--- config.mk ---
export PLATFORM = sky130hd
export DESIGN_NAME = acl_payload_packer_flat
export DESIGN_NICKNAME = d
export VERILOG_FILES = /design/src/rtl/acl_rx_pkg.sv /design/src/rtl/acl_wr_if.sv /design/src/rtl/acl_payload_packer.sv /design/src/flat_wrapper.sv
export VERILOG_INCLUDE_DIRS = /design/src /design/src/include
export SDC_FILE = /design/constraint.sdc
export NUM_CORES = 1
export LEC_CHECK = 0
export BUFFER_PORTS_ARGS = -buffer_cell sky130_fd_sc_hd__buf_2
export CORE_ASPECT_RATIO = 1.25
export CORE_MARGIN = 4
export CORE_UTILIZATION = 55
export CTS_BUF_LIST = sky130_fd_sc_hd__clkbuf_8
export CTS_CLUSTER_SIZE = 8
export DETAILED_ROUTE_END_ITERATION = 6
export PLACE_DENSITY_LB_ADDON = 0.08
export RECOVER_POWER = 25
export SLEW_MARGIN = 20
export SYNTH_ARGS = -nofsm -noshare
export SYNTH_HDL_FRONTEND = slang
export SYNTH_SLANG_ARGS = --single-unit
--- constraint.sdc ---
create_clock -name clk_6M -period 4.5 [get_ports clk_6M]
set_clock_uncertainty 0.2 [all_clocks]
set_input_delay 1.35 -clock clk_6M [delete_from_list [all_inputs] [get_ports clk_6M]]
set_output_delay 1.35 -clock clk_6M [all_outputs]
set_load 0.01 [all_outputs]
--- src/include/acl_rx_defines.svh ---
// ACL receive buffer sizes, data widths and the APB register map
`ifndef ACL_RX_DEFINES_SVH
`define ACL_RX_DEFINES_SVH

// one ACL payload per bank, up to 1023 bytes
`define ACL_BUF_DEPTH 256
`define ACL_BUF_AW 8

// buffer word and APB data width
`define ACL_WORD_W 32

// payload length counted in bytes
`define ACL_LEN_W 10

// host side, byte addressed
`define ACL_APB_AW 11

// data window occupies 0x000..0x3fc, status sits right above it
`define ACL_REG_STATUS 11'h400

// status word fields
`define ACL_STAT_FLOW_BIT 0
`define ACL_STAT_LEN_LSB 16

`endif

--- src/rtl/acl_rx_pkg.sv ---
// shared types for the ACL receive path
// widths come from the defines header
`include "acl_rx_defines.svh"

package acl_rx_pkg;

  // word address into one 256x32 bank
  typedef logic [`ACL_BUF_AW-1:0] buf_addr_t;

  // one stored buffer word, bytes little-endian
  typedef logic [`ACL_WORD_W-1:0] acl_word_t;

  // payload length in bytes
  // saturates at 1023 in the packer
  typedef logic [`ACL_LEN_W-1:0] pylen_t;

  // host byte address
  typedef logic [`ACL_APB_AW-1:0] apb_addr_t;

  // apb reader sequencing
  // idle      decode in setup phase
  // wait_sram first access cycle of a window read
  // done      completing access cycle
  typedef enum logic [1:0] {
    idle,
    wait_sram,
    done
  } rd_state_t;

endpackage

--- src/rtl/acl_wr_if.sv ---
// write path bundle from the byte packer to the buffer control
`timescale 1ns/1ps

interface acl_wr_if
  import acl_rx_pkg::*;
();

  // word address inside the current write bank
  buf_addr_t wr_addr;

  // packed word, zero filled when flushed early
  acl_word_t wr_data;

  // one cycle per word, never stalled
  logic      wr_en;

  // running byte count of the payload
  pylen_t    byte_cnt;

  // packer side
  modport src (
    output wr_addr,
    output wr_data,
    output wr_en,
    output byte_cnt
  );

  // buffer control side
  modport ctrl (
    input  wr_addr,
    input  wr_data,
    input  wr_en,
    input  byte_cnt
  );

endinterface

--- src/rtl/acl_payload_packer.sv ---
// byte to word packer for decoded ACL payload bytes
// little-endian lanes, word address and payload byte counter
`timescale 1ns/1ps

module acl_payload_packer (
  input  logic       clk_6M,
  input  logic       rstz,
  input  logic [7:0] dec_byte,
  input  logic       dec_byte_valid,
  input  logic       payload_start_p,
  input  logic       ms_tslot_p,
  acl_wr_if.src      wr
);

  // next byte lane within the word being assembled
  logic [1:0]  lane_q;

  // lanes 0..2 of the pending word
  // lane 3 goes straight into wr_data
  logic [23:0] word_q;

  logic        byte_acc;
  logic        word_full;
  logic        flush_p;

  // decoder has finished the payload by the slot boundary
  assign byte_acc  = dec_byte_valid & ~payload_start_p;
  assign word_full = byte_acc & (lane_q == 2'd3);

  // partial word left at slot end
  assign flush_p = ms_tslot_p & ~payload_start_p & ~dec_byte_valid & (lane_q != 2'd0);

  // control: lane count, write strobe, address, byte count
  always_ff @(posedge clk_6M or negedge rstz)
  begin
    if (!rstz)
    begin
      lane_q      <= 2'd0;
      wr.wr_en    <= 1'b0;
      wr.wr_addr  <= '0;
      wr.byte_cnt <= '0;
    end
    else
    begin
      // strobe lasts one cycle
      wr.wr_en <= word_full | flush_p;

      if (payload_start_p)
      begin
        lane_q      <= 2'd0;
        wr.byte_cnt <= '0;
      end
      else if (byte_acc)
      begin
        // wraps 3 -> 0 at word end
        lane_q <= lane_q + 2'd1;
        // saturate at 1023
        if (wr.byte_cnt != '1)
          wr.byte_cnt <= wr.byte_cnt + 1'b1;
      end
      else if (flush_p)
        lane_q <= 2'd0;

      // step to the next word once the current one is written
      if (payload_start_p)
        wr.wr_addr <= '0;
      else if (wr.wr_en)
        wr.wr_addr <= wr.wr_addr + 1'b1;
    end
  end

  // payload: lane assembly and outgoing word
  always_ff @(posedge clk_6M)
  begin
    if (payload_start_p)
      word_q <= '0;
    else if (word_full)
    begin
      // fourth byte completes the word
      wr.wr_data <= {dec_byte, word_q};
      word_q     <= '0;
    end
    else if (byte_acc)
      word_q[{lane_q, 3'b000} +: 8] <= dec_byte;
    else if (flush_p)
    begin
      // unused lanes already zero
      wr.wr_data <= {8'h00, word_q};
      word_q     <= '0;
    end
  end

endmodule

--- src/flat_wrapper.sv ---
// flat-port wrapper written by rule: the top's interface ports become plain ports
module acl_payload_packer_flat 
  (clk_6M, rstz, dec_byte, dec_byte_valid, payload_start_p, ms_tslot_p, wr_wr_addr, wr_wr_data, wr_wr_en, wr_byte_cnt);
  acl_wr_if wr_i ();
  input  logic clk_6M;
  input  logic rstz;
  input  logic [7:0] dec_byte;
  input  logic dec_byte_valid;
  input  logic payload_start_p;
  input  logic ms_tslot_p;
  output wire logic [$bits(wr_i.wr_addr)-1:0] wr_wr_addr;
  output wire logic [$bits(wr_i.wr_data)-1:0] wr_wr_data;
  output wire logic [$bits(wr_i.wr_en)-1:0] wr_wr_en;
  output wire logic [$bits(wr_i.byte_cnt)-1:0] wr_byte_cnt;
  assign wr_wr_addr = wr_i.wr_addr;
  assign wr_wr_data = wr_i.wr_data;
  assign wr_wr_en = wr_i.wr_en;
  assign wr_byte_cnt = wr_i.byte_cnt;
  acl_payload_packer u_core (.clk_6M(clk_6M), .rstz(rstz), .dec_byte(dec_byte), .dec_byte_valid(dec_byte_valid), .payload_start_p(payload_start_p), .ms_tslot_p(ms_tslot_p), .wr(wr_i));
endmodule
After elaboration in Yosys (flattened, before gate mapping)
Index checks and enable logic that the tools add are counted.
{"block": "word_totals", "out_inout_bits": 51, "ram_bits": 0, "memories": 0, "ff_bits": 77, "inputBits": 13, "latchBits": 0, "wordCells": 47, "romBits": 0}
{"block": "op_classes", "shift": 2, "n_mul": 0, "muxes": 14, "div": 0, "n_eq_ne": 3, "n_reduce_logical": 10, "add_sub_neg": 4, "bitwise": 8, "order_cmp": 0}
{"operator": "two-way mux 32 bit", "count": 3}
{"operator": "two-way mux 24 bit", "count": 2}
{"operator": "two-way mux 10 bit", "count": 3}
{"operator": "bitwise mux 24 bit", "count": 1}
{"operator": "variable shift 8 x 7 -> 24 bit (first input constant)", "count": 1}
{"operator": "variable part select 8 x 7 -> 24 bit", "count": 1}
{"operator": "two-way mux 8 bit", "count": 2}
{"operator": "nonzero test 2 bit", "count": 6}
{"operator": "adder 10 x 1 -> 10 bit (second input constant)", "count": 1}
{"operator": "inequality test 10 bit (second input constant)", "count": 1}
{"operator": "adder 8 x 1 -> 8 bit (second input constant)", "count": 1}
{"operator": "negation 5 -> 7 bit", "count": 1}
{"operator": "two-way mux 2 bit", "count": 3}
{"operator": "bitwise AND 1 bit", "count": 5}
{"operator": "AND reduction 3 bit", "count": 1}
{"operator": "nonzero test 3 bit", "count": 1}
{"operator": "adder 2 x 1 -> 2 bit (second input constant)", "count": 1}
{"operator": "== test 2 bit (second input constant)", "count": 1}
{"operator": "inequality test 2 bit (second input constant)", "count": 1}
{"operator": "NOT 1 bit", "count": 2}
{"operator": "AND reduction 2 bit", "count": 1}
{"operator": "OR reduction 2 bit", "count": 1}
{"operator": "OR 1 bit", "count": 1}

Logic depth before layout (Yosys ltp)
{"block": "depth", "word_depth": 7, "mapped_depth": 5, "ltp_nobuf": 5}

Worst setup path after synthesis
Ideal clock, no wire load.
{"block": "synth_path", "path_type": "in2reg", "startpoint": "input dec_byte_valid", "endpoint": "register u_core.wr.wr_data[0], enable pin", "slack_ns": 0.703, "cell_stages": 4, "t_required_ns": 3.879, "n_path_buf": 2, "setup_time_ns": 0.421, "t_arrival_ns": 3.176, "path_cell_list": "buf_4 > buf_6 > o21a_1 > nor2_1"}
{"block": "synth_via", "elab_chain_cells": 5, "word_cells_on_any_way": 8, "classes_between": "eq/ne: 1; bitwise: 5; reduce/logical: 2"}
{"item": "start: declaration", "line": "flat_wrapper.sv:8", "text": "input logic dec_byte_valid;"}
{"item": "NOT 1 bit", "line": "acl_payload_packer.sv:31", "text": "assign flush_p = ms_tslot_p & ~payload_start_p & ~dec_byte_valid & (lane_q != 2'd0);"}
{"item": "bitwise AND 1 bit (2 in series)", "line": "acl_payload_packer.sv:31"}
{"item": "nonzero test 2 bit (no line)"}
{"item": "AND reduction 3 bit (no line) *"}
{"item": "end signal: assignment", "line": "acl_payload_packer.sv:80", "text": "wr.wr_data <= {dec_byte, word_q};"}
{"item": "end signal: assignment", "line": "acl_payload_packer.sv:88", "text": "wr.wr_data <= {8'h00, word_q};"}
{"item": "end: declaration", "line": "acl_wr_if.sv:23", "text": "output wr_data,"}
Mark *: on every way between the ends. The rest lies on a longest branch, timed or not.
A chain may end at the register's enable or synchronous reset.

Worst setup path after layout
{"block": "layout_path", "startpoint": "input dec_byte_valid", "endpoint": "register u_core.word_q[14]"}
{"block": "layout_via", "elab_chain_cells": 4, "word_cells_on_any_way": 8, "classes_between": "mux: 1; bitwise: 5; reduce/logical: 2"}
{"item": "NOT 1 bit", "line": "acl_payload_packer.sv:31"}
{"item": "bitwise AND 1 bit (2 in series)", "line": "acl_payload_packer.sv:31"}
{"item": "nonzero test 2 bit (no line)"}
{"item": "end signal: indexed assignment", "line": "acl_payload_packer.sv:84", "text": "word_q[{lane_q, 3'b000} +: 8] <= dec_byte;"}
{"item": "end: declaration", "line": "acl_payload_packer.sv:20", "text": "logic [23:0] word_q;"}
Several ways; a longest one is shown, not always the timed one.

==> out/results.ini <==
[run_status]
status = finished clean

[synthesis]
yosysMostFrequentCell = edfxtp_1
synth_edf_count = 32
syn_area_per_cell_sq_um = 11.9
ys_top_cells_by_area = edfxtp_1 (30%), dfrtp_1 (16%), dfxtp_1 (15%)
yosys-top-cells-count = edfxtp_1 (32), inv_1 (30), dfxtp_1 (24), o32ai_1 (24), dfrtp_1 (21)
mappedNetlistArea_sq_mm = 0.00319
async_flop_share = 0.273
synth_top_area_cell = edfxtp_1
synth_fp_nets = 289
yosysTopAreaCellShare = 0.301
synth-main-ff-cell = edfxtp_1
seq_area_frac_synth = 0.616
ys_ff_latch = 77
ys_warn_count = 0
syn-instance-count = 269
ys_types = 47

[clock_network]
clockBufferDepth = 2
cts_inserted_buffers = 9
post-cts-setup-buffers = 0
cts-resized-gates = 0
cts_hold_buf = 0
htreeDepth = 3
clk_latency_ns = 0.35
path_clk_slew_ns = 0.08
clkSinkCount = 77
tritoncts = done
cts_root_buf = clkbuf_8

[route]
wirelength_mm = 6.25
num_vias = 2275
detail_route.first_pass.iterations = 4
drc = 0
drtIter0Drc = 132
viasPerCell = 5.67
ant_nets = 0
avgRoutedWirePerCell_um = 15.6

[timing]
relSlewSlack = 0.218
rsz0062_at_grt = false
maxSlewViolCount = 0
fin_crit_ns = 2.76
hold_viol_final = 0
finalSetupTns_ns = 0
setup_viol = 0
fmax_ghz = 0.362
fin_crit_sh = 0.614
tightest_slew_ns = 1.17

[power_and_ir_drop]
p_int_mw = 1.14
clkPwrFrac = 0.424
irDropWorstVdd_mv = 0.227
power_frac_comb = 0.063
p_seq_frac = 0.513
p_leak_nw = 1.50
powerDensity_mw_per_mm2 = 389
sw_frac_of_total = 0.221
p_sw_uw = 324

[placement]
io_buffers = 63
dp_hpwl_mm = 4.30
gp_congestion = 0.855

[die]
dieArea_sq_mm = 0.00709
die_h_um = 93.2
start_util = 0.578
core_sq_mm = 0.00552
io_pins = 64
fp-row-count = 30
dieWidth_um = 76.1

[job]
max_cap_violations = 0

[worst_setup_path]
crit_start = dec_byte_valid
startpoint_type = input pin
rr_startpoint = u_core.lane_q[0]
worst_setup_path_end_kind = flop
path_class = input pin to flop
path_max_fanout = 19
required_ns = 4.55
critPathArrivalTime_ns = 2.82

[grt]
grt_max_degree = 33
grt_pass1_vias = 2150
grt_first_pass_wirelength_mm = 10.4
grt_overflow = 0
grtUsageTotal = 0.184
antenna_found_initial = 0

[finish]
num_antenna_cells = 0
final_core_util = 0.684
drive_gt1_frac = 0.261
fin_nets = 352
num-fill-cells = 422
area_growth_pct = 18.2

[min_path]
min_from = u_core.word_q[11]
hp-class = flop to flop

## metrics by stage
| stage | hold slack [ns] | cells | worst slack (ns) | power, mW | area, sq um |
|---|---|---|---|---|---|
| 2_1_floorplan | 0.208 | 269 | 0.703 | 0.826 | 3190 |
| 3_3_place_gp | 0.215 | 385 | 1.45 | 0.860 | 3530 |
| 3_5_place_dp | 0.219 | 385 | 1.36 | 0.862 | 3530 |
| 4_1_cts | 0.239 | 401 | 1.75 | 1.48 | 3770 |
| 5_1_grt | 0.245 | 401 | 1.50 | 1.52 | 3770 |
| 6_report | 0.236 | 401 | 1.74 | 1.47 | 3770 |
## kinds of logic after synthesis
kind of cell	after synthesis	share of synthesized area
adders and majority gates	7	0.0274
and+or+nand+nor	81	0.148
DFF	77	0.616
muxes	1	0.00314
xor gates and xnor gates	4	0.0110
buffers and inverters	43	0.0592
AOI/OAI and AO/OA	56	0.135
## critical path, stage by stage
cell,delay [ns]
buf_2,0.27
nor2b_1,0.56
nand4_1,0.41
o32ai_1,0.22
## cells in the final DEF (no fill, tap or decap), types with 3 or more instances in the layout
cell	Yosys	final
o32ai_1	24	24
a31oi_1	4	4
nor2_1	10	9
and3_1	12	12
clkbuf_8	0	9
inv_1	30	30
ha_1	7	7
nor3b_1	6	6
nor2b_1	4	4
nor4_1	3	3
nand2_1	14	14
dfrtp_1	21	21
a211oi_1	4	4
edfxtp_1	32	32
xor2_1	3	3
nand4_1	7	7
o21ai_0	4	4
nand3_1	13	13
bufinv_16	0	3
a21oi_1	9	9
dfxtp_1	24	24
buf_2	7	62
## flip-flops by register name, summed over array words and instances, names as in the netlist
signal and flops:
u_core.word_q 24, u_core.wr.wr_addr 8, u_core.lane_q 2, u_core.wr.byte_cnt 10, u_core.wr.wr_data 32, u_core.wr.wr_en 1
## worst paths after layout
check | endpoint | slack, ns | cells after the start
worst max-delay path | u_core.word_q[14] | 1.74 | 4
worst min register to register | u_core.wr.wr_data[11] | 0.24 | 0
worst min-delay path | u_core.wr.wr_data[11] | 0.24 | 0
min in group asynchronous | u_core.wr.wr_addr[4] | 1.02 | 1
worst max register to register | u_core.wr.wr_data[24] | 2.18 | 6
max in group asynchronous | u_core.wr.byte_cnt[2] | 2.39 | 1
## final cells by class
cell class	count	area [sq um]	area share
Sequential cell	77	1970	0.521
Multi-Input combinational cell	149	1040	0.275
Timing Repair Buffer	65	329	0.0872
Clock buffer	9	124	0.0328
Clock inverter	7	121	0.0322
Inverter	30	113	0.0299
Tap cell	64	80.1	0.0212
## power by group through the flow
stage | registers (mW) | clock network (mW) | logic, mW
after global routing | 0.756 | 0.661 | 0.103
after CTS | 0.753 | 0.637 | 0.0935
after global placement | 0.769 | 0 | 0.0917
after floorplan | 0.772 | 0 | 0.0539
final | 0.753 | 0.622 | 0.0925
after detailed placement | 0.769 | 0 | 0.0928
## routing by layer
layer | up-vias | routed length [um] | global-route usage
li1 | 1126 | - | -
met1 | 1057 | 2570 | 0.212
met2 | 76 | 3200 | 0.313
met3 | 16 | 317 | 0.0328
met4 | 0 | 161 | 0.120
met5 | - | 0 | 0
Power figures use the tool's default switching activity.
