[config.mk]
export PLATFORM = sky130hd
export DESIGN_NAME = acl_rx_apb_reader_flat
export DESIGN_NICKNAME = d
export VERILOG_FILES = /design/src/rtl/acl_rx_pkg.sv /design/src/rtl/acl_rd_if.sv /design/src/rtl/acl_rx_apb_reader.sv /design/src/flat_wrapper.sv
export VERILOG_INCLUDE_DIRS = /design/src /design/src/include
export SDC_FILE = /design/constraint.sdc
export NUM_CORES = 1
export LEC_CHECK = 0
export BUFFER_PORTS_ARGS = -buffer_cell sky130_fd_sc_hd__buf_2
export CAP_MARGIN = 40
export CELL_PAD_IN_SITES_DETAIL_PLACEMENT = 0
export CELL_PAD_IN_SITES_GLOBAL_PLACEMENT = 2
export CORE_MARGIN = 2
export CORE_UTILIZATION = 24
export DETAILED_ROUTE_END_ITERATION = 7
export GPL_TIMING_DRIVEN = 0
export PLACE_DENSITY = 0.87
export SLEW_MARGIN = 20
export SYNTH_ARGS = -nofsm -noshare
export SYNTH_HDL_FRONTEND = slang
export SYNTH_SLANG_ARGS = --single-unit
[constraint.sdc]
create_clock -name clk_6M -period 3 [get_ports clk_6M]
set_input_delay 0.15 -clock clk_6M [delete_from_list [all_inputs] [get_ports clk_6M]]
set_output_delay 0.15 -clock clk_6M [all_outputs]
set_load 0.01 [all_outputs]
[src/include/acl_rx_defines.svh]
// ACL receive buffer sizes, data widths and the APB register map
`ifndef ACL_RX_DEFINES_SVH
`define ACL_RX_DEFINES_SVH

// one ACL payload per bank, up to 1023 bytes
`define ACL_BUF_DEPTH 256
`define ACL_BUF_AW 8

// buffer word and APB data width
`define ACL_WORD_W 32

// payload length counted in bytes
`define ACL_LEN_W 10

// host side, byte addressed
`define ACL_APB_AW 11

// data window occupies 0x000..0x3fc, status sits right above it
`define ACL_REG_STATUS 11'h400

// status word fields
`define ACL_STAT_FLOW_BIT 0
`define ACL_STAT_LEN_LSB 16

`endif

[src/rtl/acl_rx_pkg.sv]
// shared types for the ACL receive path
// widths come from the defines header
`include "acl_rx_defines.svh"

package acl_rx_pkg;

  // word address into one 256x32 bank
  typedef logic [`ACL_BUF_AW-1:0] buf_addr_t;

  // one stored buffer word, bytes little-endian
  typedef logic [`ACL_WORD_W-1:0] acl_word_t;

  // payload length in bytes
  // saturates at 1023 in the packer
  typedef logic [`ACL_LEN_W-1:0] pylen_t;

  // host byte address
  typedef logic [`ACL_APB_AW-1:0] apb_addr_t;

  // apb reader sequencing
  // idle      decode in setup phase
  // wait_sram first access cycle of a window read
  // done      completing access cycle
  typedef enum logic [1:0] {
    idle,
    wait_sram,
    done
  } rd_state_t;

endpackage

[src/rtl/acl_rd_if.sv]
// host read bundle between the APB reader and the buffer control
`timescale 1ns/1ps

interface acl_rd_if
  import acl_rx_pkg::*;
();

  // word address in the read bank
  buf_addr_t rd_addr;

  // sram select, data follows one cycle later
  logic      rd_cs;

  // completing cycle of the last word read, frees the bank
  logic      rd_last_p;

  // read bank data and its latched length
  acl_word_t rd_data;
  pylen_t    rd_len;

  // apb reader side
  modport src (
    output rd_addr,
    output rd_cs,
    output rd_last_p,
    input  rd_data,
    input  rd_len
  );

  // buffer control side
  modport ctrl (
    input  rd_addr,
    input  rd_cs,
    input  rd_last_p,
    output rd_data,
    output rd_len
  );

endinterface

[src/rtl/acl_rx_apb_reader.sv]
// APB slave for the ACL receive buffer
// data window read, status register, error response
`timescale 1ns/1ps
`include "acl_rx_defines.svh"

module acl_rx_apb_reader
  import acl_rx_pkg::*;
(
  input  logic      clk_6M,
  input  logic      rstz,
  input  logic      psel,
  input  logic      penable,
  input  logic      pwrite,
  input  apb_addr_t paddr,
  // write data has no destination, writes only raise pslverr
  input  acl_word_t pwdata,
  output acl_word_t prdata,
  output logic      pready,
  output logic      pslverr,
  input  logic      aclrxbuf_empty,
  acl_rd_if.src     rd
);

  rd_state_t                state;
  logic                     setup_p;
  logic                     win_rd;
  logic                     bad_acc;
  logic [`ACL_LEN_W:0]      len_rnd;
  logic [`ACL_BUF_AW:0]     last_word;
  logic                     last_hit;
  acl_word_t                status_word;

  assign setup_p = psel & ~penable;
  assign win_rd  = ~pwrite & (paddr < `ACL_REG_STATUS);
  assign bad_acc = pwrite | (paddr > `ACL_REG_STATUS);

  // byte address to word index
  assign rd.rd_addr = paddr[`ACL_BUF_AW+1:2];

  // sram read issued during setup, data lands in the first access cycle
  assign rd.rd_cs = (state == idle) & setup_p & win_rd;

  // last word = ceil(len/4) - 1, all ones for len 0 so nothing matches
  assign len_rnd   = {1'b0, rd.rd_len} + 3'd3;
  assign last_word = len_rnd[`ACL_LEN_W:2] - 1'b1;
  assign last_hit  = ({1'b0, rd.rd_addr} >= last_word);

  // flow bit in bit 0, read bank length in 25:16
  always_comb
  begin
    status_word = '0;
    status_word[`ACL_STAT_FLOW_BIT] = aclrxbuf_empty;
    status_word[`ACL_STAT_LEN_LSB +: `ACL_LEN_W] = rd.rd_len;
  end

  // window read: setup, access with pready low, access with pready high
  // status and errors: setup, one access with pready high
  always_ff @(posedge clk_6M or negedge rstz)
  begin
    if (!rstz)
    begin
      state        <= idle;
      pready       <= 1'b0;
      pslverr      <= 1'b0;
      rd.rd_last_p <= 1'b0;
    end
    else
    begin
      case (state)
        idle:
        begin
          if (setup_p)
          begin
            if (win_rd)
              state <= wait_sram;
            else
            begin
              state   <= done;
              pready  <= 1'b1;
              pslverr <= bad_acc;
            end
          end
        end
        wait_sram:
        begin
          state        <= done;
          pready       <= 1'b1;
          pslverr      <= 1'b0;
          rd.rd_last_p <= last_hit;
        end
        done:
        begin
          state        <= idle;
          pready       <= 1'b0;
          pslverr      <= 1'b0;
          rd.rd_last_p <= 1'b0;
        end
        default:
          state <= idle;
      endcase
    end
  end

  // read data capture
  // error responses return zero
  always_ff @(posedge clk_6M)
  begin
    if ((state == idle) & setup_p & ~win_rd)
      prdata <= bad_acc ? '0 : status_word;
    else if (state == wait_sram)
      prdata <= rd.rd_data;
  end

endmodule

[src/flat_wrapper.sv]
// flat-port wrapper written by rule: the top's interface ports become plain ports
module acl_rx_apb_reader_flat import acl_rx_pkg::*;
  (clk_6M, rstz, psel, penable, pwrite, paddr, pwdata, prdata, pready, pslverr, aclrxbuf_empty, rd_rd_addr, rd_rd_cs, rd_rd_last_p, rd_rd_data, rd_rd_len);
  acl_rd_if rd_i ();
  input  logic clk_6M;
  input  logic rstz;
  input  logic psel;
  input  logic penable;
  input  logic pwrite;
  input  apb_addr_t paddr;
  input  acl_word_t pwdata;
  output acl_word_t prdata;
  output logic pready;
  output logic pslverr;
  input  logic aclrxbuf_empty;
  output wire logic [$bits(rd_i.rd_addr)-1:0] rd_rd_addr;
  output wire logic [$bits(rd_i.rd_cs)-1:0] rd_rd_cs;
  output wire logic [$bits(rd_i.rd_last_p)-1:0] rd_rd_last_p;
  input wire logic [$bits(rd_i.rd_data)-1:0] rd_rd_data;
  input wire logic [$bits(rd_i.rd_len)-1:0] rd_rd_len;
  assign rd_rd_addr = rd_i.rd_addr;
  assign rd_rd_cs = rd_i.rd_cs;
  assign rd_rd_last_p = rd_i.rd_last_p;
  assign rd_i.rd_data = rd_rd_data;
  assign rd_i.rd_len = rd_rd_len;
  acl_rx_apb_reader u_core (.clk_6M(clk_6M), .rstz(rstz), .psel(psel), .penable(penable), .pwrite(pwrite), .paddr(paddr), .pwdata(pwdata), .prdata(prdata), .pready(pready), .pslverr(pslverr), .aclrxbuf_empty(aclrxbuf_empty), .rd(rd_i));
endmodule
**Word-level counts from Yosys, hierarchy flattened**

Index checks and enable logic that the tools add are counted.

- $add $sub $neg: 2
- Magnitude comparators: 3
- Eq/ne operators: 4
- Multiplexer cells: 13
- Bitwise gates (word level): 9
- Reductions and logical operators: 8

Operators with widths:

| kind | count |
|---|---|
| 32-bit 2-to-1 mux | 2 |
| 26-bit 2-to-1 mux | 1 |
| 10-bit by 2-bit adder with 11-bit output, second input constant | 1 |
| 11-bit > comparator, second input constant | 1 |
| 11-bit < comparator, second input constant | 1 |
| 8-bit by 9-bit greater-or-equal comparator with 1-bit output | 1 |
| 9-bit by 1-bit subtractor with 9-bit output, second input constant | 1 |
| 3-bit AND reduction | 2 |
| 2-bit nonzero test | 3 |
| 1-bit AND | 5 |
| 1-bit 2-to-1 mux | 4 |
| 2-bit 2-to-1 mux | 2 |
| 1-bit case mux with 2 select lines | 2 |
| 2-bit case mux with 2 select lines | 1 |
| 1-bit inverter | 3 |
| 1-bit case mux with 3 select lines | 1 |
| 3-bit nonzero test | 1 |
| 2-bit by 1-bit equality test with 1-bit output, second input constant | 1 |
| 2-bit equality test, second input constant | 1 |
| 2-bit zero test | 1 |
| 2-bit by 1-bit != test with 1-bit output, second input constant | 1 |
| 2-bit != test, second input constant | 1 |
| 2-bit OR reduction | 1 |
| 1-bit bitwise OR | 1 |

- Bits in registers: 37
- Input bits: 91
- Output and inout port bits: 44
- Logic and storage cells: 44

**Longest topological paths before layout**

- Word-level depth: 5
- Gate-level depth with buffers: 12
- Depth with buffers taken out: 12

**Worst setup path before layout**

Ideal clock, no wire load.

- Kind: flip-flop to flip-flop
- From: reg u_core.state[0]
- To: reg u_core.prdata[0] (enable)
- Setup time: 0.394 ns
- Data arrival time: 1.869 ns
- Data required time: 2.606 ns
- Setup slack: 0.737 ns
- Cell stages (with the launch flop): 7
- Path buffers: 1
- Clock period less this slack: 2.263 ns
- Cell sequence: dfrtp_1 -> inv_1 -> ha_1 -> nand2_1 -> or2_1 -> buf_6 -> nand2b_1

- Word-level cells in the longest chain between the ends: 4
- Elaborated cells between the ends (all ways): 5
- Classes of those cells: eq/ne: 1; bitwise: 2; reduce/logical: 2

Ends and longest elaborated chain:

| item | RTL line | text |
|---|---|---|
| start, declared | acl_rx_apb_reader.sv:24 | `rd_state_t state;` |
| start signal, assigned | acl_rx_apb_reader.sv:62 | `state <= idle;` |
| start signal, assigned | acl_rx_apb_reader.sv:75 | `state <= wait_sram;` |
| start signal, assigned | acl_rx_apb_reader.sv:78 | `state <= done;` |
| 2-bit zero test | acl_rx_apb_reader.sv:108 | `if ((state == idle) & setup_p & ~win_rd)` |
| 1-bit AND (2 in a row) | acl_rx_apb_reader.sv:108 |  |
| 2-bit nonzero test (no source line) * | -- |  |
| end signal, assigned | acl_rx_apb_reader.sv:109 | `prdata <= bad_acc ? '0 : status_word;` |
| end signal, assigned | acl_rx_apb_reader.sv:111 | `prdata <= rd.rd_data;` |
| end, declared | acl_rx_apb_reader.sv:17 | `output acl_word_t prdata,` |

Mark *: on every way between the ends. The rest lies on a longest branch, timed or not.
A chain may end at the register's enable or synchronous reset.

**Worst setup path in the final report**

- From: in rd_rd_len[2]
- To: reg u_core.rd.rd_last_p

- Word-level cells in the longest chain between the ends: 4

Ends and longest elaborated chain:

| item | RTL line | text |
|---|---|---|
| start, declared | flat_wrapper.sv:20 | `input wire logic [$bits(rd_i.rd_len)-1:0] rd_rd_len;` |
| 10-bit by 2-bit adder with 11-bit output | acl_rx_apb_reader.sv:44 | `assign len_rnd = {1'b0, rd.rd_len} + 3'd3;` |
| 9-bit by 1-bit subtractor with 9-bit output | acl_rx_apb_reader.sv:45 | `` assign last_word = len_rnd[`ACL_LEN_W:2] - 1'b1; `` |
| 8-bit by 9-bit greater-or-equal comparator with 1-bit output | acl_rx_apb_reader.sv:46 | `assign last_hit = ({1'b0, rd.rd_addr} >= last_word);` |
| 1-bit case mux with 2 select lines | acl_rx_apb_reader.sv:69 | `case (state)` |
| end signal, assigned | acl_rx_apb_reader.sv:89 | `rd.rd_last_p <= last_hit;` |
| end, declared | acl_rd_if.sv:25 | `output rd_last_p,` |

Every way passes these cells.

==> results.toml <==
[floorplan]
core_um2 = 8220
dieArea_um2 = 9250
die_x_um = 96.2
std_cell_rows = 33
die_y_um = 96.2
ioPinCount = 135
start_util = 0.248

[yosys]
synth_common_cells = "edfxtp_1, and2_1, ha_1, a22o_2, buf_4"
yosysTopAreaCell = "edfxtp_1"
postSynthAreaPerCell_um2 = 12.5
synth_fp_nets = 267
synth_area_leaders = "edfxtp_1, ha_1, and2_1"
synthDominantCellAreaShare = 0.471
ys.flop_type = "edfxtp_1"
synth_edf_count = 32
synth_seq_area_share = 0.533
yosysMostFrequentCell = "edfxtp_1"
netlist_area_um2 = 2040
synth-warning-count = 0
synthCells = 163
ys_seq_elements = 37
yosys.cell_types.count = 40
ys_async_sr_fraction = 0.135

[worst_setup_path]
r2r_slack_ns = 0.78
endpoint_kind = "flop"
cp.required_ns = 3.18
crit_path_max_fanout = 5
start_kind = "input port"
worstSetupPathType = "in2reg"
cp.arrival_ns = 2.52

[grt]
grt_pass1_vias = 1528
met2_usage = 0.179
grt_usage = 0.110
grt_pass1_wl_mm = 7.64
antenna_found_initial = 0
busiest_layer = "met2"
grt-ovfl-total = 0
grt.met3_usage = 0.0258
met1_usage = 0.142
grt_max_degree = 33

[placed_design]
hpwl_mm = 4.13
place_inst = 369
portBuffers = 101
gp_congestion = 0.766

[routing]
wl_per_cell_um = 13.6
totalWireLength_mm = 5.13
drc = 0
drt_iter0_drc = 47
drt-pass1-iter-count = 4
num_vias = 1611
viasPerCell = 4.26
ant_nets = 0

[sta]
fmax_ghz = 0.428
timing.hold.ws_ns = 0.147
period_share = 0.778
worstMarginPinSlew_ns = 0.770
setup_viol = 0
slew_viol_final = 0
rsz0062_at_grt = "no"
final.setup.tns_ns = 0
maxSlewHeadroom = 0.487
hold_violations = 0
fin_worst_skew_ns = 0.00880
fin_crit_ns = 2.34

[clocking]
clock_latency_ns = 0.28
cts-htree-levels = 2
cts_buffer_depth = 2
cts.clk_slew.worst_paths_ns = 0.08
post_cts_buffers = 0
cts_tree = "yes"
cts_num_sinks = 37
cts_buffers = 5
cts-root-buf = "clkbuf_8"

[min_path]
hold_class = "in2reg"

[pwr]
p_total_mw = 1.49
power.density_nw_per_um2 = 538
vdd_drop_max_mv = 0.138
power_leakage_nw = 1.20

[run]
cap_violations = 0

[layout]
fin_util = 0.337
final-seq-area_um2 = 1090
n_fill_cell = 852
antennaDiodeCount = 0
nets = 376
syn2layout_area_growth_pct = 35.8
drive_gt1_frac = 0.505
multiInputGateArea_um2 = 838
final_cells = 378

[run_status]
outcome = "complete, no violations"
## area by class of cell
cell class,count,share of cell area
sequential,37,0.392
multi-input combinational,108,0.303
tap,105,0.0474
inverter,4,0.00542
timing repair buffer,102,0.186
buffer,14,0.0370
clock inverter,3,0.00452
clock buffer,5,0.0248
## flip-flops by register name, summed over array words and instances, names as in the netlist
signal and count:
u_core.pready 1, u_core.prdata 32, u_core.state 2, u_core.rd.rd_last_p 1
u_core.pslverr 1
## repair_timing
action	in CTS	in global routing
hold buffers	1	0
gates resized for setup	0	0
endpoints found under the hold margin	5	0
## metal layers
layer | vias up | share of wire
li1 | 811 | -
met1 | 724 | 0.44
met2 | 72 | 0.46
met5 | - | 0
met4 | 0 | 0.0094
met3 | 4 | 0.090
## cells in the final DEF (no fill, tap or decap), drive strengths merged
master       count
a211o            1
a211oi           1
a21o             1
a21oi            6
a22o            11
a31o             1
a31oi            1
a41oi            1
and2            21
buf            112
clkbuf           8
clkinv           3
dfrtp            5
dlygate4sd3      1
edfxtp          32
ha              13
inv              4
nand2            6
nand2b           2
nand3            2
nor2             6
nor2b            3
nor3             4
nor4             5
o211ai           2
o21ai            5
o22ai            1
o31ai            1
or2              1
or2b             1
or3              2
or4              2
xnor2            7
xor2             1
## worst paths after layout
path / start / end / cells past startpoint
max: rd_rd_len[2] / u_core.rd.rd_last_p$_DFFE_PN0N_ / 12
min: rd_rd_data[6] / u_core.prdata[6]$_SDFFCE_PP0P_ / 2
max reg2reg: u_core.state[1]$_DFFE_PN0N_ / u_core.prdata[10]$_SDFFCE_PP0P_ / 6
min reg2reg: u_core.pready$_DFFE_PN0P_ / u_core.pready$_DFFE_PN0P_ / 2
max in group asynchronous: rstz / u_core.rd.rd_last_p$_DFFE_PN0N_ / 2
min in group asynchronous: rstz / u_core.pready$_DFFE_PN0P_ / 2
## logic make-up (layout without fill, tap and decap cells)
kind of cell,Yosys count,count (layout),synth area share
buffers and inverters,18,128,0.0577
AND/OR/NAND/NOR,55,55,0.173
adder cells (fa/ha/maj),13,13,0.0798
flip-flops,37,37,0.533
XOR/XNOR,8,8,0.0344
AO/OA/AOI/OAI,32,32,0.123
## power by group
| group | switching (mW) | total [mW] | internal, mW |
|---|---|---|---|
| sequential | 0.0324 | 0.706 | 0.674 |
| combinational | 0.257 | 0.462 | 0.206 |
| clock | 0.166 | 0.322 | 0.156 |
| total | 0.455 | 1.49 | 1.04 |
## per-stage QoR
stage,setup WS (ns),area [um2]
after floorplan,0.737,2040
after global placement,0.314,2680
after detailed placement,0.354,2680
after CTS,0.636,2770
after global routing,0.379,2770
final,0.665,2770
## critical path: stages
cell	delay [ns]
buf_2	0.13
or3_1	0.37
nand2_1	0.10
ha_1	0.20
nand2_1	0.12
o31ai_1	0.27
xnor2_1	0.11
ha_1	0.30
o211ai_1	0.08
o21ai_0	0.21
a41oi_1	0.16
nor4_1	0.30
Power figures use the tool's default switching activity.
